--- src/design/adc_capture_pkg.sv ---
package adc_capture_pkg;

    localparam int SAMPLE_W         = 12;
    localparam int SAMPLES_PER_WORD = 3;
    localparam int WORD_W           = SAMPLE_W * SAMPLES_PER_WORD;
    localparam int BYTE_W           = 8;

    typedef logic [SAMPLE_W-1:0] sample_t;
    typedef logic [WORD_W-1:0]   word_t;      // earliest sample in the top bits
    typedef logic [BYTE_W-1:0]   byte_t;
    typedef logic [14:0]         presample_t;
    typedef logic [12:0]         downsample_t; // samples skipped between kept ones
    typedef logic [31:0]         sample_count_t;

    typedef struct packed {
        presample_t    presamples;
        downsample_t   downsample;
        sample_count_t max_samples;
        logic          low_res;      // 8 bits per sample on readout
        logic          low_res_lsb;  // low byte instead of high byte
    } capture_cfg_t;

    typedef struct packed {
        logic downsample_err;
        logic presamp_err;
        logic sample_ovf;
        logic word_ovf;
        logic read_underflow;
    } err_stat_t;

    typedef enum logic [2:0] {
        IDLE,
        PRESAMP_FILLING,
        PRESAMP_FULL,
        TRIGGERED,
        DONE
    } capture_state_e;

endpackage

--- src/design/error_status.sv ---
module error_status (
    input  logic                       adc_sampleclk,
    input  logic                       fifo_rst,
    input  logic                       clear_errors_i,
    input  logic                       arm_pulse_i,
    input  logic                       downsample_err_i,
    input  logic                       presamp_err_i,
    input  logic                       sample_ovf_i,
    input  logic                       word_ovf_i,
    input  logic                       read_underflow_i,
    output adc_capture_pkg::err_stat_t error_stat_o,
    output logic                       error_flag_o
);

    import adc_capture_pkg::*;

    err_stat_t hits;

    always_comb begin
        hits.downsample_err = downsample_err_i;
        hits.presamp_err    = presamp_err_i;
        hits.sample_ovf     = sample_ovf_i;
        hits.word_ovf       = word_ovf_i;
        hits.read_underflow = read_underflow_i;
    end

    assign error_flag_o = |error_stat_o;

    always_ff @(posedge adc_sampleclk) begin
        if (fifo_rst)
            error_stat_o <= '0;
        else if (clear_errors_i || arm_pulse_i)
            error_stat_o <= hits;  // a pulse in the clearing cycle still counts
        else
            error_stat_o <= error_stat_o | hits;
    end

endmodule

--- config.mk ---
export PLATFORM = sky130hd
export DESIGN_NAME = error_status
export DESIGN_NICKNAME = d
export VERILOG_FILES = /design/src/design/adc_capture_pkg.sv /design/src/design/error_status.sv
export SDC_FILE = /design/constraint.sdc
export NUM_CORES = 1
export LEC_CHECK = 0
export ABC_AREA = 1
export BUFFER_PORTS_ARGS = -buffer_cell sky130_fd_sc_hd__buf_4
export CORE_AREA = 4 4 41 43
export CTS_BUF_LIST = sky130_fd_sc_hd__clkbuf_2
export DETAILED_ROUTE_END_ITERATION = 10
export DIE_AREA = 0 0 45 47
export SYNTH_ARGS = -nofsm -noshare
export SYNTH_HDL_FRONTEND = slang
export SYNTH_SLANG_ARGS = --single-unit
--- constraint.sdc ---
create_clock -name adc_sampleclk -period 0.8 [get_ports adc_sampleclk]
set_input_delay 0.04 -clock adc_sampleclk [delete_from_list [all_inputs] [get_ports adc_sampleclk]]
set_output_delay 0.04 -clock adc_sampleclk [all_outputs]
set_load 0.01 [all_outputs]
==> run metrics <==
Achievable Freq 1.06 GHz; CTS Buf Count 3; Int Power 476 uW; Routed WL per cell 8.73 microns; vias 218; R2R Setup Slk 40 ps; first-pass GRT wire length slightly above 800 microns; Max-Cap Viols 0; DR DRC count 0; Switching Fraction 0.247; largest net degree at the start of global routing 6; HP Class primary input to flop; outcome finished with violations; n_diodes 0; Slowest cell on crit path dfxtp_2; Die Y 47 microns; DP Area 305 sq um; # port buffers 14; routability-driven placement congestion ratio between 0.6 and 0.7; # placed instances 53; RR Startpoint error_stat_o[4]$_SDFF_PP0_; die width 45 microns; Largest Register error_stat_o; post-route cell area 372 sq um; Largest regs error_stat_o: 5 flops; post-route ant nets 0; Site Rows 13; H-Tree Depth 1; crit share post-route 1.18; register area share after synthesis 0.552; VDD IR max 0.000584 V; Pwr per Cell Area 1700 nW/um^2; worst slack, placed about 73 ps; max reg flops 5; antenna violations before repair 0; nature of the critical path startpoint flop; crit-path cells nor3_2, nand2_1, buf_6; Root Buffer clkbuf_2; Nets 55; Final Hold Fails 0; drt total wl around 520 microns; Cell Area, Synth 181 sq um; #FFs+latches synth 5; CP arrival 900 ps; Syn Area/Cell 7.56 sq um; Synth cell types 7; Leak 0.192 nW; Initial DRC Count 0; TritonCTS clock tree built; WS Path Type flop to output port; Reg clk slew, reported paths ~50 ps; fin. max-slew vios 0; Mapped Nets 33; slowest stage delay, CP 320 ps; vias in the first global route between 150 and 200; core area 1300 sq um; worst skew pair latency about 210 ps; clock network power share 0.365; vias per inst between 3 and 4; final setup vio count 2; hold endpoint error_stat_o[0]$_SDFF_PP0_; Worst Hold Margin 57.3 ps; Post-DP HPWL 386 microns; Clock Path Buffers 2; min Tclk post-route 944 ps; layout cell share with drive strength beyond 1 0.578; net switching power 157 uW; GRT Util Overall 0.0609; slew at the pin with the worst max-slew slack 210 ps; Area Overhead vs Synth 105%; post-route setup slack -144 ps; logic gate share of total power 0.193; Starting Density 0.139; worst reg2reg path depth 4; non-filler cells, final 60; CP Capture Type output port; Pre-antenna DRT Iters 1; die area 2120 sq um; Hold Path Origin read_underflow_i; Synth Warn # 0; Clock Skew 0 ps; CP Max Fanout 2; total gr overflow 0; R2R Path End error_stat_o[4]$_SDFF_PP0_; RSZ-0062 raised after global routing true; Post-Synthesis Cells 24; Util after Layout 0.286; Rel. slew slack 0.860; hold depth 3; CP required 760 ps; failing checks negative setup slack; # IOs 15; Sink Count 5; share of power burned in registers 0.441
## power groups by stage
stage                     registers, mW  logic (mW)  clock network (mW)
after floorplan                   0.287      0.0258                   0
final                             0.279       0.122               0.231
after global placement            0.281       0.101                   0
after detailed placement          0.281       0.101                   0
after CTS                         0.277       0.113               0.248
after global routing              0.281       0.133               0.282
## synth_stat cells, drive strengths merged
master / number / area share
a21oi: 5 / 0.14
dfxtp: 5 / 0.55
inv: 5 / 0.10
nand2: 6 / 0.12
nor2: 2 / 0.055
nor3: 1 / 0.028
## stage by stage
step | power, mW | TNS (ps)
after floorplan | 0.313 | 0
after global placement | 0.381 | 0
after detailed placement | 0.382 | 0
after CTS | 0.638 | -163
after global routing | 0.696 | -398
final | 0.633 | -259
## worst max path at each step
| stage | start | end | cells past startpoint |
|---|---|---|---|
| floorplan | error_stat_o[1]$_SDFF_PP0_ | error_flag_o | 2 |
| global placement | error_stat_o[1]$_SDFF_PP0_ | error_flag_o | 3 |
| detailed placement | error_stat_o[1]$_SDFF_PP0_ | error_flag_o | 3 |
| CTS | error_stat_o[4]$_SDFF_PP0_ | error_flag_o | 3 |
| global route | error_stat_o[4]$_SDFF_PP0_ | error_flag_o | 3 |
| finish | error_stat_o[4]$_SDFF_PP0_ | error_flag_o | 3 |
## cells by family after synthesis
| kind of cell | share of synthesized area |
|---|---|
| AO/OA/AOI/OAI | 0.138 |
| AND/OR/NAND/NOR | 0.207 |
| buffers and inverters | 0.103 |
| flip-flops | 0.552 |
## cell usage in the layout, fill, tap and decap left out
master,count
nor2_2,1
clkbuf_2,4
nand2_1,6
inv_1,5
nor2_1,1
dlygate4sd3_1,1
buf_4,13
nor3_2,1
dfxtp_1,1
buf_6,3
a21oi_1,5
dfxtp_2,4
## worst max-delay path: cells and delay by family, from the launching register on
| kind | cells | cell delay, ps |
|---|---|---|
| AND/OR/NAND/NOR | 2 | 250 |
| flip-flops | 1 | 320 |
| buffers and inverters | 1 | 120 |
## layout make-up
| class | instances | area [sq um] |
|---|---|---|
| clock buffer | 4 | 20.0 |
| fill | 156 | 930 |
| timing repair buffer | 17 | 141 |
| sequential | 5 | 105 |
| inverter | 5 | 18.8 |
| tap | 15 | 18.8 |
| multi-input combinational | 14 | 67.6 |
## metal layers
metal,vias up,share of wire,GRT usage
met5,-,0,0
met4,0,0,0.0526
met3,0,0.15,0.0651
met2,12,0.45,0.0763
met1,91,0.40,0.0548
li1,115,-,-
## timing repair
action	in CTS	in global routing
hold endpoints to repair	0	5
pin swaps	1	1
setup buffers	1	1
hold buffers	0	1
resized for setup	4	4
setup endpoints to repair	1	6
Note: power is estimated with default switching activity, not from simulation.
