## src/design/adc_capture_pkg.sv

```systemverilog
package adc_capture_pkg;

    localparam int SAMPLE_W         = 12;
    localparam int SAMPLES_PER_WORD = 3;
    localparam int WORD_W           = SAMPLE_W * SAMPLES_PER_WORD;
    localparam int BYTE_W           = 8;

    typedef logic [SAMPLE_W-1:0] sample_t;
    typedef logic [WORD_W-1:0]   word_t;      // earliest sample in the top bits
    typedef logic [BYTE_W-1:0]   byte_t;
    typedef logic [14:0]         presample_t;
    typedef logic [12:0]         downsample_t; // samples skipped between kept ones
    typedef logic [31:0]         sample_count_t;

    typedef struct packed {
        presample_t    presamples;
        downsample_t   downsample;
        sample_count_t max_samples;
        logic          low_res;      // 8 bits per sample on readout
        logic          low_res_lsb;  // low byte instead of high byte
    } capture_cfg_t;

    typedef struct packed {
        logic downsample_err;
        logic presamp_err;
        logic sample_ovf;
        logic word_ovf;
        logic read_underflow;
    } err_stat_t;

    typedef enum logic [2:0] {
        IDLE,
        PRESAMP_FILLING,
        PRESAMP_FULL,
        TRIGGERED,
        DONE
    } capture_state_e;

endpackage

```

## src/design/capture_fsm.sv

```systemverilog
module capture_fsm (
    input  logic                          adc_sampleclk,
    input  logic                          fifo_rst,
    input  adc_capture_pkg::capture_cfg_t cfg_i,
    input  logic                          arm_pulse_i,
    input  logic                          capture_go_i,
    input  logic                          sample_empty_i,
    output logic                          sample_wr_o,
    output logic                          sample_drain_o,
    output logic                          capture_active_o,
    output logic                          capture_stop_o,
    output logic                          presamp_err_o
);

    import adc_capture_pkg::*;

    capture_state_e state;
    logic           armed;       // armed without presamples, waiting for go
    downsample_t    ds_cnt;
    presample_t     pre_cnt;     // samples held in the FIFO before trigger
    sample_count_t  sample_cnt;
    sample_count_t  cnt_base;
    sample_count_t  cnt_next;
    logic [1:0]     phase;       // kept samples mod 3
    logic           waiting;
    logic           trig;
    logic           sampling;
    logic           last_wr;

    assign waiting  = (state == IDLE && armed) || state == PRESAMP_FILLING ||
                      state == PRESAMP_FULL;
    assign trig     = waiting && capture_go_i;
    assign sampling = trig || state == PRESAMP_FILLING || state == PRESAMP_FULL ||
                      state == TRIGGERED;

    // the sample on adc_data_i is written in the same cycle as go
    assign sample_wr_o      = sampling && (ds_cnt == '0);
    assign sample_drain_o   = sample_wr_o && state == PRESAMP_FULL && !trig;
    assign capture_active_o = (state == TRIGGERED) || (state == DONE);

    // presamples already in the FIFO count towards max_samples
    assign cnt_base = (state == TRIGGERED) ? sample_cnt : sample_count_t'(pre_cnt);
    assign cnt_next = cnt_base + 1'b1;
    assign last_wr  = (trig || state == TRIGGERED) && sample_wr_o &&
                      (cnt_next >= cfg_i.max_samples) && (phase == 2'd2);

    always_ff @(posedge adc_sampleclk) begin
        if (fifo_rst) begin
            state          <= IDLE;
            armed          <= 1'b0;
            ds_cnt         <= '0;
            pre_cnt        <= '0;
            sample_cnt     <= '0;
            phase          <= '0;
            capture_stop_o <= 1'b0;
            presamp_err_o  <= 1'b0;
        end else if (arm_pulse_i) begin
            state          <= (cfg_i.presamples != '0) ? PRESAMP_FILLING : IDLE;
            armed          <= (cfg_i.presamples == '0);
            ds_cnt         <= '0;
            pre_cnt        <= '0;
            sample_cnt     <= '0;
            phase          <= '0;
            capture_stop_o <= 1'b0;
            presamp_err_o  <= 1'b0;
        end else begin
            presamp_err_o <= trig && state == PRESAMP_FILLING;  // trigger came too early

            if (!sampling || ds_cnt >= cfg_i.downsample)
                ds_cnt <= '0;
            else
                ds_cnt <= ds_cnt + 1'b1;

            if (sample_wr_o && !sample_drain_o)
                phase <= (phase == 2'd2) ? 2'd0 : phase + 1'b1;

            if (sample_wr_o && (trig || state == TRIGGERED))
                sample_cnt <= cnt_next;
            else if (trig)
                sample_cnt <= sample_count_t'(pre_cnt);

            if (last_wr)
                capture_stop_o <= 1'b1;  // held until the next arm

            case (state)
                PRESAMP_FILLING: begin
                    if (sample_wr_o)
                        pre_cnt <= pre_cnt + 1'b1;
                    if (sample_wr_o && (pre_cnt + 1'b1 == cfg_i.presamples))
                        state <= PRESAMP_FULL;
                end
                TRIGGERED: if (last_wr) state <= DONE;
                DONE:      if (sample_empty_i) state <= IDLE;  // packer has taken all
                default:   ;
            endcase

            if (trig) begin
                armed <= 1'b0;
                state <= last_wr ? DONE : TRIGGERED;
            end
        end
    end

endmodule

```

## config.mk

```make
export PLATFORM = sky130hd
export DESIGN_NAME = capture_fsm
export DESIGN_NICKNAME = d
export VERILOG_FILES = /design/src/design/adc_capture_pkg.sv /design/src/design/capture_fsm.sv
export SDC_FILE = /design/constraint.sdc
export NUM_CORES = 1
export LEC_CHECK = 0
export BUFFER_PORTS_ARGS = -buffer_cell sky130_fd_sc_hd__buf_2
export CORE_ASPECT_RATIO = 1.4
export CORE_MARGIN = 2
export CORE_UTILIZATION = 29
export DETAILED_ROUTE_END_ITERATION = 10
export GPL_TIMING_DRIVEN = 1
export PLACE_DENSITY_LB_ADDON = 0.3
export SLEW_MARGIN = 20
export SYNTH_ARGS = -nofsm -noshare
export SYNTH_HDL_FRONTEND = slang
export SYNTH_SLANG_ARGS = --single-unit
export TNS_END_PERCENT = 100
```

## constraint.sdc

```tcl
create_clock -name adc_sampleclk -period 5.6 [get_ports adc_sampleclk]
set_input_delay 0.28 -clock adc_sampleclk [delete_from_list [all_inputs] [get_ports adc_sampleclk]]
set_output_delay 0.28 -clock adc_sampleclk [all_outputs]
set_load 0.02 [all_outputs]
```

==> run metrics <==
Max Freq=0.204 GHz; Worst Hold Launch=fifo_rst; internal power=980 µW; fin worst setup slack=0.699 ns; Net Sw Frac=28.0%; sequential share of power=37.0%; Max Cap Violations=0; most common cell after layout, fill and taps aside=nor2_1; drt via density=5.11; row cnt=61; core box area=0.0198 mm²; CP startpoint kind=register; Pleak=2.80 nW; area grow syn2layout=16.0%; Post-synth EDFFs=0; part of the power in the clock network=47.3%; ant diodes=0; Wirelength per Cell=14.9 µm; Hold-fix buffers, CTS=0; FF-to-FF End=state[0]$_SDFFE_PP0P_; initial DRC count=323; initial antenna violation count=0; Overall Power=1.36 mW; combinational share of power=15.7%; TNS Setup=0 ns; sw power=382 µW; dpl hpwl=12.4 mm; CTS sink count=68; # H-tree levels=3; Post-Syn Area per Cell=7.56 µm²; chip height=172 µm; clock latency on the worst-skew pair=0.34 ns; Finished Layout Cells=1082; area share of xor/xnor cells in the synthesized design=10.6%; CP Launch Point=state[1]$_SDFFE_PP0P_; sequential share of the synthesized area=23.3%; GP Congestion=0.834; period utilization=87.5%; top cells by area, synth=dfxtp_1, ha_1, xor2_1; via count=5533; GRT overflow=0; hold worst-path end=armed$_SDFFE_PP0P_; Place WS=0.731 ns; CP arrival=5.16 ns; Cell Area, Placed=0.00645 mm²; Port Buffers=69; vias in the first global route=5298; cts repair resizes=0; post-synthesis simple-gate area fraction=28.4%; WP data required=5.86 ns; reg2reg start=state[1]$_SDFFE_PP0P_; Initial DRT Pass Iterations=4; largest net degree at the start of global routing=31; cell type with the largest total area after synthesis=dfxtp_1; Max stage delay cell, worst path=nor4_4; TritonCTS clock tree=built; PwrDens=201 mW/mm²; Fin Clk Skew=0.0152 ns; post-route ant nets=0; ys async rst share=0%; Synth top area share=23.3%; Max-slew headroom=31.1%; Post-Synthesis Cells=773; Final Cell Area=0.00678 mm²; Reg clk slew, reported paths=0.07 ns; die width=124 µm; largest family of logic cells by synthesized area=simple AND/OR/NAND/NOR gates; most frequent cells in the layout=nor2_1, nand2_1, buf_2; CP peak stage delay=0.51 ns; total track usage=15.7%; unrepaired setup endpoints after global routing=no; Hold WC Path Type=input port to register; worst path cell trace=buf_4, nand3b_1, nand2_1, nand2_1, ha_1, nor2b_1, nand3_2, nor4_4, nand2_1, xnor2_1, nor2_1, ha_1, nand4_1, nor3_1, a221oi_1, a21oi_1, a31oi_1, nor3_1, o311a_1, nor3_1; cell family with most CP delay=simple AND/OR/NAND/NOR gates; dominant synthesized flop cell=dfxtp_1; first-pass GRT wire length=26.2 mm; Final Setup Violations=0; die area=0.0213 mm²; Initial Util=29.5%; mux cell area share after synthesis=3.40%; R2R depth=20; WS Path Type=register to register; Tightest Pin Transition=1.03 ns; r2r setup slk=0.70 ns; crit path capture type=register; Synthesized Nets=889; Distinct cells, synth=74; endpoints failing hold=0; CTS max path bufs=2; Num CTS Buffers=9; Post-CTS Setup Bufs=0; Pins Over Slew Limit=0; CTS Root Cell=clkbuf_16; IO Count=72; synth warn=0; CP Buf/Inv Count=1; layout cell share with drive strength beyond 1=14.9%; adder-cell share of the synthesized area=10.5%; CP max FO=13; Final Critical Period=4.90 ns; status=finished clean; Total Wirelength=16.1 mm; maximum vdd drop=149 µV; hold depth=2; placed cell count=1066; Hold Slack=0.174 ns; Seq cells post-synth=68; final net count=941; Post-Syn Area=0.00585 mm²; DRC=0; post-synthesis compound-gate area fraction=17.2%; final core utilization=34.2%
## cells by family (layout without fill, tap and decap cells)
kind of cell,Yosys count,after routing
buf+inv,96,153
compound gates,161,161
mux,18,18
simple gates,310,310
fa+ha+maj,49,49
flops,68,68
xor+xnor,71,71
## cells in the mapped netlist, drive strengths merged (2+ instances only)
cell type	count
nand4b	4
inv	53
and3	9
xnor2	32
nor2b	10
and2	4
o21ai	42
o32ai	2
mux2	2
nor2	76
nand4	18
or4	2
clkbuf	35
a31oi	8
a211o	2
buf	8
a22oi	5
o21a	6
nor4b	2
o31ai	11
nor4	16
o22ai	2
o221ai	5
dfxtp	68
o211ai	2
and4	4
a21o	2
or2	4
nand3	29
or4b	2
a211oi	7
ha	49
a21oi	50
xor2	39
or3	6
mux2i	16
nand2b	7
nand2	71
nor3b	5
a221oi	3
o311a	2
nor3	37
## state kept, by name, indices dropped and copies added, names as in the netlist
register        count
sample_cnt         32
pre_cnt            15
ds_cnt             13
state               3
phase               2
armed               1
capture_stop_o      1
presamp_err_o       1
## final cells by class
cell class	instances	area, µm²
Clock inverter	6	95.1
Sequential cell	68	1360
Fill cell	2158	13100
Tap cell	252	315
Timing Repair Buffer	84	470
Multi-Input combinational cell	609	4100
Inverter	53	199
Clock buffer	10	239
## how the worst max path moves through the flow
| stage | endpoint | depth (start not counted) |
|---|---|---|
| after floorplan | state[1]$_SDFFE_PP0P_ | 22 |
| after global placement | state[0]$_SDFFE_PP0P_ | 20 |
| after detailed placement | state[0]$_SDFFE_PP0P_ | 20 |
| after CTS | state[0]$_SDFFE_PP0P_ | 20 |
| after global routing | state[0]$_SDFFE_PP0P_ | 20 |
| final | state[0]$_SDFFE_PP0P_ | 20 |
## power groups by stage
stage                     clock [mW]  sequential (mW)  combinational [mW]
after detailed placement           0            0.514               0.216
after global placement             0            0.514               0.215
final                          0.644            0.503               0.214
after floorplan                    0            0.512               0.138
after CTS                      0.660            0.503               0.217
after global routing           0.682            0.504               0.242
## layer usage
metal	routed length (µm)	track usage [%]	part of all wire (%)
met5	0	0	0
met4	425	5.96	2.6
met3	516	2.24	3.2
met2	7990	27.8	50
met1	7140	18.9	44
## worst reg2reg max path: stages, from the launching register on
cell and delay, ns:
dfxtp_1 0.31, buf_4 0.17, nand3b_1 0.38, nand2_1 0.10, nand2_1 0.12, ha_1 0.25, nor2b_1 0.29, nand3_2 0.23
nor4_4 0.51, nand2_1 0.18, xnor2_1 0.20, nor2_1 0.07, ha_1 0.27, nand4_1 0.19, nor3_1 0.08, a221oi_1 0.42
a21oi_1 0.12, a31oi_1 0.33, nor3_1 0.12, o311a_1 0.30, nor3_1 0.16
Note: power is estimated with default switching activity, not from simulation.
