File: config.mk
export PLATFORM = sky130hd
export DESIGN_NAME = sample_fifo
export DESIGN_NICKNAME = d
export VERILOG_FILES = /design/src/design/sample_fifo.sv
export SDC_FILE = /design/constraint.sdc
export NUM_CORES = 1
export LEC_CHECK = 0
export BUFFER_PORTS_ARGS = -buffer_cell sky130_fd_sc_hd__buf_2
export CORE_MARGIN = 3
export CORE_UTILIZATION = 67
export DETAILED_ROUTE_END_ITERATION = 12
export GPL_ROUTABILITY_DRIVEN = 0
export GPL_TIMING_DRIVEN = 0
export PLACE_DENSITY = 0.84
export SLEW_MARGIN = 20
export SYNTH_ARGS = -nofsm -noshare
export SYNTH_HDL_FRONTEND = slang
export SYNTH_SLANG_ARGS = --single-unit
File: constraint.sdc
create_clock -name adc_sampleclk -period 5.7 [get_ports adc_sampleclk]
set_input_delay 0.855 -clock adc_sampleclk [delete_from_list [all_inputs] [get_ports adc_sampleclk]]
set_output_delay 0.855 -clock adc_sampleclk [all_outputs]
set_load 0.05 [all_outputs]
File: src/design/sample_fifo.sv
module sample_fifo #(
    parameter int WIDTH = 12,
    parameter int DEPTH = 64
) (
    input  logic             adc_sampleclk,
    input  logic             fifo_rst,
    input  logic [WIDTH-1:0] din_i,
    input  logic             wr_i,
    input  logic             rd_i,
    output logic [WIDTH-1:0] dout_o,
    output logic             empty_o,
    output logic             full_o,
    output logic             overflow_o,
    output logic             underflow_o
);

    localparam int AW = (DEPTH > 1) ? $clog2(DEPTH) : 1;

    logic [WIDTH-1:0] mem [DEPTH];
    logic [AW-1:0]    wr_ptr;
    logic [AW-1:0]    rd_ptr;
    logic [AW:0]      count;
    logic             wr_ok;
    logic             rd_ok;

    assign empty_o = (count == '0);
    assign full_o  = (count == (AW+1)'(DEPTH));
    assign rd_ok   = rd_i && !empty_o;
    assign wr_ok   = wr_i && (!full_o || rd_ok);  // a read in the same cycle frees a slot

    always_ff @(posedge adc_sampleclk) begin
        if (fifo_rst) begin
            wr_ptr      <= '0;
            rd_ptr      <= '0;
            count       <= '0;
            overflow_o  <= 1'b0;
            underflow_o <= 1'b0;
        end else begin
            if (wr_ok)
                wr_ptr <= (wr_ptr == AW'(DEPTH-1)) ? '0 : wr_ptr + 1'b1;
            if (rd_ok)
                rd_ptr <= (rd_ptr == AW'(DEPTH-1)) ? '0 : rd_ptr + 1'b1;
            if (wr_ok && !rd_ok)
                count <= count + 1'b1;
            else if (rd_ok && !wr_ok)
                count <= count - 1'b1;
            overflow_o  <= wr_i && !wr_ok;  // dropped write
            underflow_o <= rd_i && !rd_ok;  // dropped read
        end
    end

    always_ff @(posedge adc_sampleclk) begin
        if (wr_ok)
            mem[wr_ptr] <= din_i;
        if (rd_ok)
            dout_o <= mem[rd_ptr];  // data valid the cycle after rd_i
    end

endmodule

==> results of run 1 <==
[cell usage after synthesis (all sizes together), types with 2 or more instances]
cell and number:
and2 5, nand2 40, and3 2, a21o 3, nor2 93, clkbuf 42
buf 39, inv 5, or2 3, nor4 2, or3b 2, xor2 9
nand4 2, nor2b 11, a22oi 72, o221ai 12, nand3 6, o21ai 4
xnor2 4, nand3b 5, dfxtp 21, o22ai 12, a211oi 12, a221oi 12
edfxtp 780, mux4 168, ha 8, mux2i 52, a21oi 16, a221o 12
[state kept, by name (all words and copies together), names as in the netlist]
signal,cells
wr_ptr,6
overflow_o,1
underflow_o,1
dout_o,12
mem,768
rd_ptr,6
count,7
[power by group through the flow]
| stage | sequential, mW | clock, mW | combinational [mW] |
|---|---|---|---|
| 3_5_place_dp | 6.75 | 0 | 2.68 |
| 3_3_place_gp | 6.75 | 0 | 2.61 |
| 4_1_cts | 6.63 | 5.07 | 2.76 |
| 6_report | 6.63 | 5.07 | 2.80 |
| 5_1_grt | 6.63 | 5.28 | 2.92 |
| 2_1_floorplan | 6.86 | 0 | 1.78 |
[metrics by stage]
| stage | util | area (um^2) | std cells | power [mW] | hold slack (ps) |
|---|---|---|---|---|---|
| 3_3_place_gp | 0.6997 | 31820 | 2100 | 9.351 | 512.9 |
| 5_1_grt | 0.7580 | 34470 | 2240 | 14.83 | 579.2 |
| 4_1_cts | 0.7556 | 34360 | 2240 | 14.46 | 534.8 |
| 2_1_floorplan | - | 30920 | 1470 | 8.635 | 487.7 |
| 3_5_place_dp | 0.7010 | 31880 | 2101 | 9.433 | 518.6 |
| 6_report | 0.7580 | 34470 | 2241 | 14.49 | 531.9 |
[critical path, cell delays in order (launching register included)]
cell	delay (ps)
dfxtp_1	320
or4_4	580
or2_1	270
o21ai_2	300
ha_1	300
inv_1	180
fa_1	440
a21o_1	180
a21oi_1	320
o21ai_0	140
o311ai_0	120
mux2_2	380
[final timing paths]
check,startpoint,end,slack (ps),cells after the start
setup / recovery,count[2]$_SDFFE_PP0P_,count[6]$_SDFFE_PP0P_,2050,11
hold / removal,count[2]$_SDFFE_PP0P_,count[2]$_SDFFE_PP0P_,530,2
setup reg to reg,count[2]$_SDFFE_PP0P_,count[6]$_SDFFE_PP0P_,2050,11
hold reg to reg,count[2]$_SDFFE_PP0P_,count[2]$_SDFFE_PP0P_,530,2
[final cells by class]
type,count,area [um^2],area share
plain buffers,81,449.2,0.01303
clock inverters,33,306.5,0.008892
multi-input cells,583,6738,0.1954
well taps,600,750.7,0.02178
flip-flops and latches,801,23840,0.6916
diodes,1,2.502,0.00007259
repair buffers,31,187.7,0.005444
clock buffers,106,2178,0.06319
inverters,5,18.77,0.0005444
[layer usage]
metal	track usage	wire, um	share of wire
met4	0.1122	3151	0.041
met5	0	0	0
met2	0.5049	37090	0.49
met3	0.07548	9602	0.13
met1	0.4452	26460	0.35
[cells by family after synthesis]
kind of cell / after synthesis / synth area share
flip-flops: 801 / 0.7711
multiplexers: 221 / 0.1396
AND/OR/NAND/NOR: 178 / 0.02654
AO/OA/AOI/OAI: 162 / 0.04010
buffers and inverters: 86 / 0.01513
XOR/XNOR: 13 / 0.003682
adder cells (fa/ha/maj): 9 / 0.003885
==> flow_metrics.env, run 1 <==
export IMPL_status="finished clean"
export IMPL_ys_flop_type="edfxtp_1"
export IMPL_final_cell_mix="780 x edfxtp_1, 168 x mux4_2, 79 x clkbuf_16"
export IMPL_pwr_share_seq=0.457
export IMPL_grt_pass1_vias=16299
export IMPL_start_kind="flip-flop"
export IMPL_final_common_cell="edfxtp_1"
export IMPL_yosysSeqAreaShare=0.7711
export IMPL_relSlewSlack=0.2321
export IMPL_endpoint_kind="flip-flop"
export IMPL_rsz0062_at_grt="no"
export IMPL_vias_per_cell=7.303
export IMPL_drv_cap=0
export IMPL_power_switching_mw=3.860
export IMPL_pre_cts_ws_ps=1968
export IMPL_io_buffers=30
export IMPL_htreeDepth=3
export IMPL_die_w_um=220.8
export IMPL_root_buffer="clkbuf_16"
export IMPL_clkPwrFrac=0.350
export IMPL_cts_tree="built"
export IMPL_drive_above_1_share=0.2482
export IMPL_path_class="flip-flop to flip-flop"
export IMPL_clockBufferDepth=3
export IMPL_avgSynthCellArea_um2=21.03
export IMPL_cp_arrival_ps=4140
export IMPL_p_leak_nw=10.65
export IMPL_clock_sinks=801
export IMPL_ctsResizeCount=0
export IMPL_finalHoldViolations=0
export IMPL_p_per_area_nw_per_um2=420.4
export IMPL_die_area_um2=48760
export IMPL_skew_ps=29.80
export IMPL_final_nets=1604
export IMPL_overflow=0
export IMPL_synth_top_area_frac=0.7575
export IMPL_dr_pass1_iters=6
export IMPL_fillCellCount=2308
export IMPL_internal_power_mw=10.63
export IMPL_antenna_found_initial=0
export IMPL_io_pins=32
export IMPL_numCtsBuffers=76
export IMPL_drt_iter0_drc=2637
export IMPL_dieHeight_um=220.8
export IMPL_setup_tns_ps=0
export IMPL_cts_setup_buffers=0
export IMPL_drc=0
export IMPL_postCtsHoldBufs=0
export IMPL_slew_violations=0
export IMPL_finalSetupViolations=0
export IMPL_swShare=0.2663
export IMPL_totalWireLength_um=76310
export IMPL_fmax_ghz=0.2738
export IMPL_synth_top_cell_by_area="edfxtp_1"
export IMPL_async_flop_share=0
export IMPL_synth_distinct_cells=57
export IMPL_finalCritPeriodShare=0.6408
export IMPL_syn_to_final_growth_pct=11.49
export IMPL_syn_area_um2=30920
export IMPL_clk_latency_ps=620
export IMPL_antenna_left=0
export IMPL_wl_per_cell_um=34.05
export IMPL_grtUsageTotal=0.3175
export IMPL_critical_path_max_fanout=7
export IMPL_design_core_area_um2=45480
export IMPL_dpl_hpwl_um=42100
export IMPL_synthCells=1470
export IMPL_worst_slew_pin_slew_ps=1148
export IMPL_finalWorstSetupSlack_ps=2048
export IMPL_fin_crit_ps=3652
export IMPL_synth_edff_count=780
export IMPL_grt_pass1_wl_um=112200
export IMPL_synthTopCellsByArea="edfxtp_1 76%, mux4_2 12%, a22oi_1 1.7%"
export IMPL_initial_utilization=0.6799
export IMPL_yosysWarnings=0
export IMPL_ys_ff_latch=801
export IMPL_grt_max_degree=65
export IMPL_comb_power_share=0.193
export IMPL_path_clk_slew_ps=60
export IMPL_ir_drop_uv=393.9
export IMPL_num_vias=16366
export IMPL_crit_required_ps=6190
export IMPL_rows=78
export IMPL_hp_class="flip-flop to flip-flop"
export IMPL_syn_num_nets=1495
(Power assumes the default switching activity.)
==> inputs of run 2 (changes only) <==
Settings changed: CORE_UTILIZATION 67 to 63, PLACE_DENSITY 0.84 to 0.79.
Clock period 5.7 ns to 3.7 ns, I/O delays scaled along.
==> run 2 against run 1 <==
Net effect:
- final area hardly changed
- routed wire length is 8.3% lower
- non-clock buffer count is 1 higher
- combinational power is 51% higher
- flip-flop and latch count stayed put
- first-iteration DRC count is 31% lower
- sequential power is 54% higher
- clock power is 50% higher
- die area is 6.2% higher
- critical endpoint unchanged
==> flow_metrics.env, run 2 (synthesis results as in run 1) <==
export IMPL_r2r_start="count[2]$_SDFFE_PP0P_"
export IMPL_endpoint_kind="flip-flop"
export IMPL_initial_utilization=0.6422
export IMPL_htreeDepth=3
export IMPL_crit_end="count[6]$_SDFFE_PP0P_"
export IMPL_design_core_area_um2=48150
export IMPL_ctsResizeCount=0
export IMPL_crit_required_ps=4190
export IMPL_power_total_mw=22.00
export IMPL_totalWireLength_um=70000
export IMPL_setup_tns_ps=0
export IMPL_drv_cap=0
export IMPL_rows=80
export IMPL_start_kind="flip-flop"
export IMPL_finalSetupViolations=0
export IMPL_p_per_area_nw_per_um2=637.6
export IMPL_largest_reg_flops=768
export IMPL_numCtsBuffers=77
export IMPL_dr_pass1_iters=7
export IMPL_cpMaxStageDelayCell="or4_4"
export IMPL_final_nets=1606
export IMPL_grtUsageTotal=0.2815
export IMPL_regMostFlops="mem"
export IMPL_p_leak_nw=10.62
export IMPL_drt_iter0_drc=1818
export IMPL_vias_per_cell=6.763
export IMPL_path_class="flip-flop to flip-flop"
export IMPL_rsz0062_at_grt="no"
export IMPL_crit_path_start="count[2]$_SDFFE_PP0P_"
export IMPL_cts_setup_buffers=0
export IMPL_postCtsHoldBufs=0
export IMPL_slew_violations=0
export IMPL_finalWorstSetupSlack_ps=199.7
export IMPL_fillCellCount=2689
export IMPL_seq_area_um2=23840
export IMPL_multi_input_area_um2=6760
export IMPL_pre_cts_ws_ps=141.3
export IMPL_io_pins=32
export IMPL_grt_max_degree=65
export IMPL_dieHeight_um=227.5
export IMPL_drc=0
export IMPL_critPathMaxStageDelay_ps=570
export IMPL_ir_drop_uv=526.6
export IMPL_finalCritPeriodShare=0.9460
export IMPL_num_vias=15514
export IMPL_wl_per_cell_um=30.51
export IMPL_cts_tree="built"
export IMPL_r2r_slack_ps=200
export IMPL_syn_to_final_growth_pct=11.59
export IMPL_fmax_ghz=0.2857
export IMPL_die_w_um=227.5
export IMPL_critPathTopFamily="compound AO/OA/AOI/OAI gates"
export IMPL_io_buffers=30
export IMPL_drive_above_1_share=0.2540
export IMPL_root_buffer="clkbuf_16"
export IMPL_grt_pass1_vias=15634
export IMPL_antenna_left=0
export IMPL_fin_crit_ps=3500
export IMPL_finalHoldViolations=0
export IMPL_worst_slew_pin_slew_ps=1117
export IMPL_path_clk_slew_ps=60
export IMPL_reg_top3="mem: 768 flops, dout_o: 12 flops, count: 7 flops"
export IMPL_overflow=0
export IMPL_dpl_hpwl_um=42190
export IMPL_reg2reg_to="count[6]$_SDFFE_PP0P_"
export IMPL_clockBufferDepth=3
export IMPL_final_cell_mix="780 x edfxtp_1, 168 x mux4_2, 78 x clkbuf_16"
export IMPL_antenna_found_initial=3
export IMPL_reg2reg_depth=11
export IMPL_grt_pass1_wl_um=103600
export IMPL_critical_path_max_fanout=7
export IMPL_crit_buf_inv=1
export IMPL_skew_ps=28.57
export IMPL_clock_sinks=801
export IMPL_antenna_cells=0
export IMPL_cp_arrival_ps=3990
export IMPL_die_area_um2=51770
export IMPL_path_cells="or4_4 -> or2_1 -> o21ai_4 -> ha_2 -> inv_1 -> fa_1 -> a21o_1 -> a21oi_1 -> o21ai_0 -> o311ai_0 -> mux2_2"
export IMPL_status="finished clean"
export IMPL_hp_class="primary input to flip-flop"
export IMPL_path_depth=11
export IMPL_final_common_cell="edfxtp_1"
export IMPL_relSlewSlack=0.2526
export IMPL_clk_latency_ps=620
run 2: changes by cell type in the layout (fill, tap and decap cells not counted), sizes merged:
cell,delta
clkinvlp,+2
diode,-1
clkbuf,-10
buf,+1
clkinv,+5
bufinv,+1
inv,-1
run 2: report_power, final:
part           switching [mW]  internal, mW  total, mW
registers              0.0835          10.1       10.2
logic                    2.44          1.79       4.22
clock network            3.22          4.35       7.58
run 2: metrics by stage:
| stage | util | std cells | hold slack (ps) | instance area [um^2] |
|---|---|---|---|---|
| finish | 0.7167 | 2294 | 313.4 | 34510 |
| global route | 0.7167 | 2294 | 293.1 | 34510 |
| CTS | 0.7137 | 2293 | 278.6 | 34360 |
| detailed placement | 0.6634 | 2157 | 533.0 | 31940 |
| global placement | 0.6624 | 2156 | 517.6 | 31890 |
| floorplan | - | 1470 | 487.7 | 30920 |
run 2: worst min-delay path by stage:
| stage | startpoint | to | slack [ps] | cells past startpoint |
|---|---|---|---|---|
| 6_report | wr_i | overflow_o$_SDFF_PP0_ | 310 | 2 |
| 5_1_grt | wr_i | overflow_o$_SDFF_PP0_ | 290 | 2 |
| 4_1_cts | rd_i | underflow_o$_SDFF_PP0_ | 280 | 2 |
| 3_5_place_dp | count[2]$_SDFFE_PP0P_ | count[2]$_SDFFE_PP0P_ | 530 | 2 |
| 3_3_place_gp | count[2]$_SDFFE_PP0P_ | count[2]$_SDFFE_PP0P_ | 520 | 2 |
| 2_1_floorplan | count[2]$_SDFFE_PP0P_ | count[2]$_SDFFE_PP0P_ | 490 | 2 |
run 2: area by class of cell:
class	instances	area share
buffer	81	0.01302
clock buffer	96	0.05940
clock inverter	40	0.01070
inverter	5	0.0005439
multi-input combinational	583	0.1959
sequential	801	0.6910
tap	656	0.02379
timing repair buffer	32	0.005657
run 2: metal layers:
| layer | vias to the layer above | routed length [um] | GRT usage |
|---|---|---|---|
| met1 | 8002 | 26110 | 0.4048 |
| li1 | 6382 | - | - |
| met4 | 6 | 2390 | 0.09049 |
| met5 | - | 40 | 0 |
| met2 | 970 | 33690 | 0.4380 |
| met3 | 154 | 7775 | 0.06963 |
run 2: worst register-to-register path: stages (launching register included):
cell	delay (ps)
dfxtp_1	320
or4_4	570
or2_1	290
o21ai_4	230
ha_2	280
inv_1	170
fa_1	440
a21o_1	170
a21oi_1	290
o21ai_0	120
o311ai_0	120
mux2_2	380
