$ cat src/design/adc_capture_pkg.sv
package adc_capture_pkg;

    localparam int SAMPLE_W         = 12;
    localparam int SAMPLES_PER_WORD = 3;
    localparam int WORD_W           = SAMPLE_W * SAMPLES_PER_WORD;
    localparam int BYTE_W           = 8;

    typedef logic [SAMPLE_W-1:0] sample_t;
    typedef logic [WORD_W-1:0]   word_t;      // earliest sample in the top bits
    typedef logic [BYTE_W-1:0]   byte_t;
    typedef logic [14:0]         presample_t;
    typedef logic [12:0]         downsample_t; // samples skipped between kept ones
    typedef logic [31:0]         sample_count_t;

    typedef struct packed {
        presample_t    presamples;
        downsample_t   downsample;
        sample_count_t max_samples;
        logic          low_res;      // 8 bits per sample on readout
        logic          low_res_lsb;  // low byte instead of high byte
    } capture_cfg_t;

    typedef struct packed {
        logic downsample_err;
        logic presamp_err;
        logic sample_ovf;
        logic word_ovf;
        logic read_underflow;
    } err_stat_t;

    typedef enum logic [2:0] {
        IDLE,
        PRESAMP_FILLING,
        PRESAMP_FULL,
        TRIGGERED,
        DONE
    } capture_state_e;

endpackage

$ cat src/design/sample_packer.sv
module sample_packer (
    input  logic                     adc_sampleclk,
    input  logic                     fifo_rst,
    input  logic                     capture_active_i,
    input  adc_capture_pkg::sample_t sample_i,
    input  logic                     sample_empty_i,
    input  logic                     word_full_i,
    output logic                     sample_rd_o,
    output adc_capture_pkg::word_t   word_o,
    output logic                     word_wr_o
);

    import adc_capture_pkg::*;

    sample_t [SAMPLES_PER_WORD-2:0] held;  // earlier samples of the word
    logic [1:0]                     slot;
    logic                           rd_q;  // sample_i valid this cycle

    assign sample_rd_o = capture_active_i && !sample_empty_i && !word_full_i;

    // third sample goes straight into the word, so full is seen early enough
    assign word_wr_o = rd_q && (slot == 2'(SAMPLES_PER_WORD-1));
    assign word_o    = {held, sample_i};

    always_ff @(posedge adc_sampleclk) begin
        if (fifo_rst) begin
            rd_q <= 1'b0;
            slot <= '0;
        end else begin
            rd_q <= sample_rd_o;
            if (rd_q)
                slot <= (slot == 2'(SAMPLES_PER_WORD-1)) ? '0 : slot + 1'b1;
        end
    end

    always_ff @(posedge adc_sampleclk) begin
        if (rd_q)
            held <= {held[SAMPLES_PER_WORD-3:0], sample_i};
    end

endmodule

$ cat config.mk
export PLATFORM = sky130hd
export DESIGN_NAME = sample_packer
export DESIGN_NICKNAME = d
export VERILOG_FILES = /design/src/design/adc_capture_pkg.sv /design/src/design/sample_packer.sv
export SDC_FILE = /design/constraint.sdc
export NUM_CORES = 1
export LEC_CHECK = 0
export BUFFER_PORTS_ARGS = -buffer_cell sky130_fd_sc_hd__clkbuf_2
export CELL_PAD_IN_SITES_DETAIL_PLACEMENT = 1
export CELL_PAD_IN_SITES_GLOBAL_PLACEMENT = 1
export CORE_MARGIN = 1.5
export CORE_UTILIZATION = 29
export CTS_CLUSTER_DIAMETER = 150
export DETAILED_ROUTE_END_ITERATION = 6
export PLACE_DENSITY = 0.7
export SYNTH_ARGS = -nofsm -noshare
export SYNTH_HDL_FRONTEND = slang
export SYNTH_SLANG_ARGS = --single-unit
export TNS_END_PERCENT = 30
$ cat constraint.sdc
create_clock -name adc_sampleclk -period 1.4 [get_ports adc_sampleclk]
set_input_delay 0.28 -clock adc_sampleclk [delete_from_list [all_inputs] [get_ports adc_sampleclk]]
set_output_delay 0.28 -clock adc_sampleclk [all_outputs]
set_load 0.01 [all_outputs]
==> results of run 1 <==
cells in the mapped netlist (all sizes together):
| cell type | n | area [um2] |
|---|---|---|
| or3b | 1 | 8.76 |
| nand2b | 2 | 12.5 |
| nand3b | 1 | 7.51 |
| dfxtp | 3 | 60.1 |
| nor3b | 1 | 7.51 |
| nor2b | 1 | 6.26 |
| a21oi | 2 | 10.0 |
| buf | 12 | 90.1 |
| edfxtp | 24 | 721 |
| and3b | 1 | 8.76 |
power by group:
group	switching (W)	internal [W]
sequential	0.00000681	0.000886
combinational	0.0000426	0.0000386
clock	0.000202	0.000111
cell type report:
cell class	instances	area share, %
Sequential cell	27	65.1
Timing Repair Buffer	55	23.1
Tap cell	44	4.57
Multi-Input combinational cell	9	5.09
Clock buffer	4	2.18
path summary, 6_finish.rpt:
path	slack, ns	cells past startpoint	to	from
worst max-delay path	0.09	2	word_wr_o	rd_q$_SDFF_PP0_
worst min-delay path	0.15	2	rd_q$_SDFF_PP0_	fifo_rst
worst max register to register	0.34	3	slot[1]$_SDFFE_PP0P_	rd_q$_SDFF_PP0_
worst min register to register	0.46	0	word_o[35]$_DFFE_PP_	word_o[23]$_DFFE_PP_
cell usage in the layout, fill, tap and decap left out, types with 2 or more instances in the layout:
cell type,count
a21oi_1,2
clkbuf_2,54
clkbuf_4,3
dfxtp_1,2
edfxtp_1,24
nand2b_1,2
cell families (layout without fill, tap and decap cells):
logic type / count (synthesis) / in the layout / synth area share [%]
AND/OR/NAND/NOR: 7 / 7 / 5.50
flip-flops: 27 / 27 / 83.8
buffers and inverters: 12 / 59 / 9.66
AO/OA/AOI/OAI: 2 / 2 / 1.07
critical path, delay by kind of cell, from the launching register on:
family / cells / cell delay, ns
simple gates: 1 / 0.16
flops: 1 / 0.42
buf+inv: 1 / 0.14
per-stage QoR:
stage | power, W | cell area, um2 | setup slack [ns]
after global placement | 0.000993 | 1180 | 0.377
after floorplan | 0.000962 | 933 | 0.230
after global routing | 0.00135 | 1200 | 0.00852
final | 0.00129 | 1200 | 0.0920
after CTS | 0.00132 | 1200 | 0.0176
after detailed placement | 0.000996 | 1180 | 0.290
sequential cells by signal, summed over array words and instances (netlist names):
signal and cells:
rd_q 1, slot 2, word_o 24
per-layer routing:
layer,GRT usage [%],vias up,share of wire [%]
li1,-,260,-
met1,10.8,264,38
met2,13.2,35,50
met3,3.25,2,12
met4,3.81,0,0.44
met5,0,-,0
==> out/metrics.yaml, run 1 <==
fin_crit_sh_pct: 93.4
path_cells: "and3b_1, clkbuf_2"
drive_above_1_share_pct: 62.1
crit_slowest_cell: "dfxtp_4"
drtAntennaViolNets: 0
syn_inst: 48
viasPerCell: 4.04
post_cts_buffers: 0
syn_to_final_growth_pct: 29.3
ys_types: 10
hold_path.class: "input pin to flop"
slew_headroom_pct: 83.6
grt_pass1_wl_um: 2190
worstPathRequired_ns: 1.12
dp_hpwl_um: 1240
gp_congestion: 0.630
hold_viol: 0
cts-hold-fix-buffers: 0
crit_fanout: 9
ys_seq_area_share_pct: 83.8
overflow: 0
crit_type: "flop to output pin"
final-instance-count-excl-fill: 139
report.final.slew_viol_count: 0
fin_skew_ns: 0.00208
cts_tree: "yes"
syn-cell-area_um2: 932
rsz0062_at_grt: "false"
die_y_um: 59.7
syn_avg_cell_area_um2: 19.4
max_freq_mhz: 765
cts_root_buffer: "clkbuf_4"
finalSetupViolCount: 0
io_pins: 55
worst_pin_slew_ns: 0.246
clockBufferDepth: 2
endpoint_kind: "output pin"
setup_tns_ns: 0
synth_seq_cells: 27
totalWireLength_um: 1580
cp.arrival_ns: 1.03
cts_resized: 0
die-area_um2: 3560
rows: 20
seq_area_um2: 785
antenna_found_initial: 0
drc: 0
diodes: 0
grt_usage_pct: 8.61
numCtsBuffers: 3
num_vias: 561
power_density_nw_per_um2: 1070
min_period_ns: 1.31
finish.utilization_pct: 39.5
cts_max_level: 1
multi_input_area_um2: 61.3
worstSkewPairLatency_ns: 0.30
die_w_um: 59.7
drt_iter0_drc: 9
max_stage_delay_ns: 0.42
ir_drop_mv: 0.271
core_um2: 3050
clkSinkCount: 27
p_leak_nw: 0.505
status: "finished, final reports clean"
num-fill-cells: 342
synth_fp_nets: 65
maxCapViolations: 0
path_clk_slew_ns: 0.13
start_util_pct: 30.5
grt_pass1_vias: 483
synth_warnings: 0
placed_cells: 135
wl_per_cell_um: 11.3
grt_start_max_net_pins: 22
io_buffers: 54
fin_nets: 113
hold_slack_ns: 0.153
cp-start-kind: "flop"
drt_first_pass_iters: 2
Power figures use the tool's default switching activity.
==> run 2: changes to the inputs <==
--- a/config.mk
+++ b/config.mk
@@ -12,7 +12,7 @@
 export CORE_UTILIZATION = 29
 export CTS_CLUSTER_DIAMETER = 150
 export DETAILED_ROUTE_END_ITERATION = 6
-export PLACE_DENSITY = 0.7
+export PLACE_DENSITY_LB_ADDON = 0.12
 export SYNTH_ARGS = -nofsm -noshare
 export SYNTH_HDL_FRONTEND = slang
 export SYNTH_SLANG_ARGS = --single-unit
==> run 2 against run 1 <==
Against the previous run:
- setup slack improved by 0.0047 ns
- die area did not move
- non-clock buffer count rose by 1
- power rose by 1.1%
- critical path type unchanged
- highest routed layer unchanged
==> out/metrics.yaml, run 2 (synthesized netlist as in run 1, its figures left out) <==
layout_common_cells: "clkbuf_2 (54), edfxtp_1 (24), clkbuf_4 (3)"  # unchanged
cts_root_buffer: "clkbuf_4"  # unchanged
switching_share_pct: 20.6  # was 19.6%
finish.utilization_pct: 39.7  # was 39.5%
worstPathRequired_ns: 1.12  # about the same
syn_to_final_growth_pct: 29.9  # was 29.3%
timing.rr.end: "slot[0]$_SDFFE_PP0P_"  # was slot[1]$_SDFFE_PP0P_
totalWireLength_um: 1570  # was 1580 um
die_y_um: 59.7  # unchanged
hold_path.class: "input pin to flop"  # unchanged
grt_pass1_vias: 547  # was 483
slew_headroom_pct: 84.5  # was 83.6%
rows: 20  # unchanged
min_period_ns: 1.30  # was 1.31 ns
drtAntennaViolNets: 0  # unchanged
r2r_cells: 2  # was 3
worstSkewPairLatency_ns: 0.31  # was 0.30 ns
grt_pass1_wl_um: 2340  # was 2190 um
clkSinkCount: 27  # unchanged
r2r-start: "slot[1]$_SDFFE_PP0P_"  # was rd_q$_SDFF_PP0_
cp_top_family: "flip-flops"  # unchanged
cts-hold-fix-buffers: 0  # unchanged
p_seq_share_pct: 68.6  # was 69.4%
path_cells: "and3b_1, clkbuf_2"  # unchanged
path_clk_slew_ns: 0.14  # was 0.13 ns
dp_hpwl_um: 1250  # was 1240 um
p_leak_nw: 0.513  # was 0.505 nW
cts_max_level: 1  # unchanged
fin_nets: 114  # was 113
die_w_um: 59.7  # unchanged
post_cts_buffers: 0  # unchanged
core_um2: 3050  # unchanged
numCtsBuffers: 3  # unchanged
rsz0062_at_grt: "false"  # unchanged
crit_fanout: 4  # was 9
grt_use_met2_pct: 16.8  # was 13.2%
power_density_nw_per_um2: 1070  # about the same
crit_end: "word_wr_o"  # unchanged
die-area_um2: 3560  # unchanged
max_stage_delay_ns: 0.39  # was 0.42 ns
r2r_slack_ns: 0.47  # was 0.34 ns
cp-startpoint: "slot[0]$_SDFFE_PP0P_"  # was rd_q$_SDFF_PP0_
ir_drop_mv: 0.410  # was 0.271 mV
mostFrequentLayoutCell: "clkbuf_2"  # unchanged
finalSetupViolCount: 0  # unchanged
cp.depth: 2  # unchanged
drt_iter0_drc: 15  # was 9
gp_congestion: 0.581  # was 0.630
diodes: 0  # unchanged
cts_resized: 0  # unchanged
cp-start-kind: "flop"  # unchanged
crit_buf_inv: 1  # unchanged
worst_pin_slew_ns: 0.232  # was 0.246 ns
comb_power_share_pct: 6.4  # was 6.3%
grt_usage_pct: 9.10  # was 8.61%
status: "finished, final reports clean"  # unchanged
io_pins: 55  # unchanged
p_sw_w: 0.000268  # was 0.000252 W
clkPwrFrac_pct: 25.0  # was 24.3%
num_vias: 555  # was 561
crit_slowest_cell: "dfxtp_1"  # was dfxtp_4
grt_start_max_net_pins: 18  # was 22
fin_crit_sh_pct: 93.1  # was 93.4%
crit_type: "flop to output pin"  # unchanged
report.final.slew_viol_count: 0  # unchanged
drive_above_1_share_pct: 63.5  # was 62.1%
p_int_w: 0.00103  # was 0.00104 W
gr-usage-met3_pct: 2.81  # was 3.25%
drc: 0  # unchanged
cp.arrival_ns: 1.02  # was 1.03 ns
maxCapViolations: 0  # unchanged
viasPerCell: 3.96  # was 4.04
cts_tree: "yes"  # unchanged
start_util_pct: 30.5  # unchanged
wl_per_cell_um: 11.2  # was 11.3 um
overflow: 0  # unchanged
fin_skew_ns: 0.00390  # was 0.00208 ns
final-instance-count-excl-fill: 140  # was 139
top_usage_layer: "met2"  # unchanged
max_freq_mhz: 767  # was 765 MHz
met1_usage_pct: 8.96  # was 10.8%
placed_cells: 136  # was 135
endpoint_kind: "output pin"  # unchanged
antenna_found_initial: 0  # unchanged
setup_tns_ns: 0  # unchanged
largest_reg_flops: 24  # unchanged
drt_first_pass_iters: 3  # was 2
io_buffers: 54  # unchanged
clockBufferDepth: 2  # unchanged
hold_viol: 0  # unchanged
run 2: changes by cell type in the layout (fill, tap and decap cells not counted), sizes merged:
| cell | before | now |
|---|---|---|
| clkinv | 0 | 1 |
| buf | 1 | 2 |
| clkbuf | 58 | 57 |
run 2: routing by layer:
layer | part of all wire (%) | up-vias
met5 | 0 | -
met3 | 6.7 | 2
met4 | 0.76 | 0
met2 | 59 | 24
met1 | 33 | 269
li1 | - | 260
run 2: power by group through the flow:
stage          Clock [W]  Combinational, W  Sequential [W]
2_1_floorplan          0         0.0000399        0.000922
3_3_place_gp           0         0.0000840        0.000911
3_5_place_dp           0         0.0000864        0.000912
4_1_cts         0.000353         0.0000865        0.000894
5_1_grt         0.000381         0.0000918        0.000895
6_report        0.000325         0.0000837        0.000893
run 2: layout make-up:
cell class	count	area, um2
well taps	44	55.1
clock buffers	3	22.5
repair buffers	56	285
clock inverters	1	5.00
flip-flops and latches	27	782
multi-input cells	9	61.3
fillers	349	1840
run 2: worst register-to-register path, cell delays in order, from the launching register on:
cell	delay, ns
dfxtp_1	0.35
or3b_1	0.37
a21oi_1	0.15
run 2: metrics by stage:
step / area [um2] / power, W / setup WS, ns / hold slack, ns
floorplan: 933 / 0.000962 / 0.230 / 0.344
CTS: 1210 / 0.00133 / 0.0667 / 0.110
finish: 1210 / 0.00130 / 0.0967 / 0.128
global placement: 1180 / 0.000995 / 0.389 / 0.431
detailed placement: 1180 / 0.000998 / 0.331 / 0.435
global route: 1210 / 0.00137 / 0.0388 / 0.111
run 2: how the worst min path moves through the flow:
stage	start	end	slack, ns	cells past startpoint
2_1_floorplan	fifo_rst	rd_q$_SDFF_PP0_	0.34	1
3_3_place_gp	word_o[16]$_DFFE_PP_	word_o[28]$_DFFE_PP_	0.43	0
3_5_place_dp	word_o[21]$_DFFE_PP_	word_o[33]$_DFFE_PP_	0.43	0
4_1_cts	fifo_rst	rd_q$_SDFF_PP0_	0.11	2
5_1_grt	sample_i[5]	word_o[17]$_DFFE_PP_	0.11	1
6_report	fifo_rst	slot[1]$_SDFFE_PP0P_	0.13	2
==> run 3: changes to the inputs <==
--- a/config.mk
+++ b/config.mk
@@ -8,11 +8,12 @@
 export BUFFER_PORTS_ARGS = -buffer_cell sky130_fd_sc_hd__clkbuf_2
 export CELL_PAD_IN_SITES_DETAIL_PLACEMENT = 1
 export CELL_PAD_IN_SITES_GLOBAL_PLACEMENT = 1
+export CORE_ASPECT_RATIO = 1.5
 export CORE_MARGIN = 1.5
 export CORE_UTILIZATION = 29
 export CTS_CLUSTER_DIAMETER = 150
 export DETAILED_ROUTE_END_ITERATION = 6
-export PLACE_DENSITY_LB_ADDON = 0.12
+export PLACE_DENSITY = 0.83
 export SYNTH_ARGS = -nofsm -noshare
 export SYNTH_HDL_FRONTEND = slang
 export SYNTH_SLANG_ARGS = --single-unit
==> run 3 against run 2 <==
Against the previous run:
- combinational power about the same
- sequential power barely moved
- count of clock-buffer cells in the layout did not move
- die area up 0.19%
- sequential cell count unchanged
- clock skew fell by 0.0027 ns
- setup slack better by 0.068 ns
==> out/metrics.yaml, run 3 (synthesized netlist as in run 1, its figures left out) <==
status: "finished, final reports clean"  # unchanged
gp_congestion: 0.639  # was 0.581
fin_area_um2: 1220  # was 1210 um2
finalSetupViolCount: 0  # unchanged
drt_first_pass_iters: 2  # was 3
clockBufferDepth: 2  # unchanged
totalWireLength_um: 1710  # was 1570 um
cp-start-kind: "flop"  # unchanged
cts_resized: 0  # unchanged
p_leak_nw: 0.512  # was 0.513 nW
cts_max_level: 1  # unchanged
mostFrequentLayoutCell: "clkbuf_2"  # unchanged
grt_pass1_wl_um: 2550  # was 2340 um
grt_pass1_vias: 560  # was 547
num_vias: 551  # was 555
crit_type: "flop to output pin"  # unchanged
worstPathRequired_ns: 1.12  # about the same
hold_slack_ns: 0.195  # was 0.128 ns
worst_pin_slew_ns: 0.298  # was 0.232 ns
path_clk_slew_ns: 0.09  # was 0.14 ns
diodes: 0  # unchanged
hold_viol: 0  # unchanged
drc: 0  # unchanged
grt_start_max_net_pins: 25  # was 18
die_w_um: 49.3  # was 59.7 um
drive_above_1_share_pct: 63.2  # was 63.5%
fin_skew_ns: 0.00124  # was 0.00390 ns
fin_nets: 113  # was 114
io_pins: 55  # unchanged
grt_usage_pct: 9.92  # was 9.10%
rsz0062_at_grt: "false"  # unchanged
crit_fanout: 4  # unchanged
hold_path.class: "input pin to flop"  # unchanged
cts-hold-fix-buffers: 0  # unchanged
max_freq_mhz: 810  # was 767 MHz
fin_crit_sh_pct: 88.2  # was 93.1%
post_cts_buffers: 0  # unchanged
antenna_found_initial: 0  # unchanged
drtAntennaViolNets: 0  # unchanged
power.total_w: 0.00141  # was 0.00130 W
die_y_um: 72.4  # was 59.7 um
maxCapViolations: 0  # unchanged
num-fill-cells: 342  # was 349
worstSkewPairLatency_ns: 0.26  # was 0.31 ns
numCtsBuffers: 3  # unchanged
overflow: 0  # unchanged
rows: 25  # was 20
drt_iter0_drc: 1  # was 15
ir_drop_mv: 0.481  # was 0.410 mV
cts_tree: "yes"  # unchanged
min_period_ns: 1.24  # was 1.30 ns
clkSinkCount: 27  # unchanged
endpoint_kind: "output pin"  # unchanged
setup_tns_ns: 0  # unchanged
power_density_nw_per_um2: 1160  # was 1070 nW/um2
io_buffers: 54  # unchanged
layout_common_cells: "clkbuf_2 (54), edfxtp_1 (24), clkbuf_8 (3)"  # was clkbuf_2 (54), edfxtp_1 (24), clkbuf_4 (3)
cts_root_buffer: "clkbuf_8"  # was clkbuf_4
finish.utilization_pct: 39.4  # was 39.7%
cp.arrival_ns: 0.96  # was 1.02 ns
core_um2: 3100  # was 3050 um2
wl_per_cell_um: 12.7  # was 11.2 um
dp_hpwl_um: 1430  # was 1250 um
viasPerCell: 4.08  # was 3.96
placed_cell_area_um2: 1170  # was 1180 um2
syn_to_final_growth_pct: 30.9  # was 29.9%
report.final.slew_viol_count: 0  # unchanged
slew_headroom_pct: 80.2  # was 84.5%
die-area_um2: 3570  # was 3560 um2
start_util_pct: 30.1  # was 30.5%
largest_reg_flops: 24  # unchanged
## run 3: changes by cell type in the layout (fill, tap and decap cells not counted), sizes merged
| cell | delta |
|---|---|
| clkinvlp | +1 |
| clkinv | -1 |
| buf | -1 |
## run 3: path summary, 6_finish.rpt
check | startpoint | end | slack (ns) | cells past startpoint
worst max-delay path | slot[0]$_SDFFE_PP0P_ | word_wr_o | 0.16 | 2
worst min-delay path | fifo_rst | slot[1]$_SDFFE_PP0P_ | 0.19 | 2
worst max register to register | rd_q$_SDFF_PP0_ | word_o[18]$_DFFE_PP_ | 0.41 | 1
worst min register to register | word_o[22]$_DFFE_PP_ | word_o[34]$_DFFE_PP_ | 0.46 | 0
## run 3: power breakdown
part | internal [W] | leakage [nW] | switching [W] | total (W)
Combinational | 0.0000386 | 0.247 | 0.0000449 | 0.0000835
Sequential | 0.000887 | 0.243 | 0.00000585 | 0.000893
Clock | 0.000201 | 0.0217 | 0.000231 | 0.000433
Total | 0.00113 | 0.512 | 0.000282 | 0.00141
## run 3: critical path: stages (launching register included)
cell and delay, ns:
dfxtp_1 0.33, and3b_1 0.22, clkbuf_2 0.14
## run 3: cell type report
cell class	count	area, um2	area share [%]
clock buffer	3	41.3	3.38
multi-input combinational	9	61.3	5.03
clock inverter	1	7.51	0.615
sequential	27	782	64.1
tap	40	50.0	4.10
timing repair buffer	55	278	22.8
## run 3: per-layer routing
metal | track usage, % | wire [um] | share of wire [%]
met5 | 0 | 0 | 0
met3 | 3.09 | 160 | 9.3
met4 | 6.67 | 33 | 1.9
met2 | 19.2 | 988 | 58
met1 | 8.30 | 531 | 31
## run 3: stage by stage
stage	setup WS [ns]	cells
floorplan	0.230	48
global placement	0.384	131
detailed placement	0.317	131
CTS	0.154	135
global route	0.115	135
finish	0.165	135
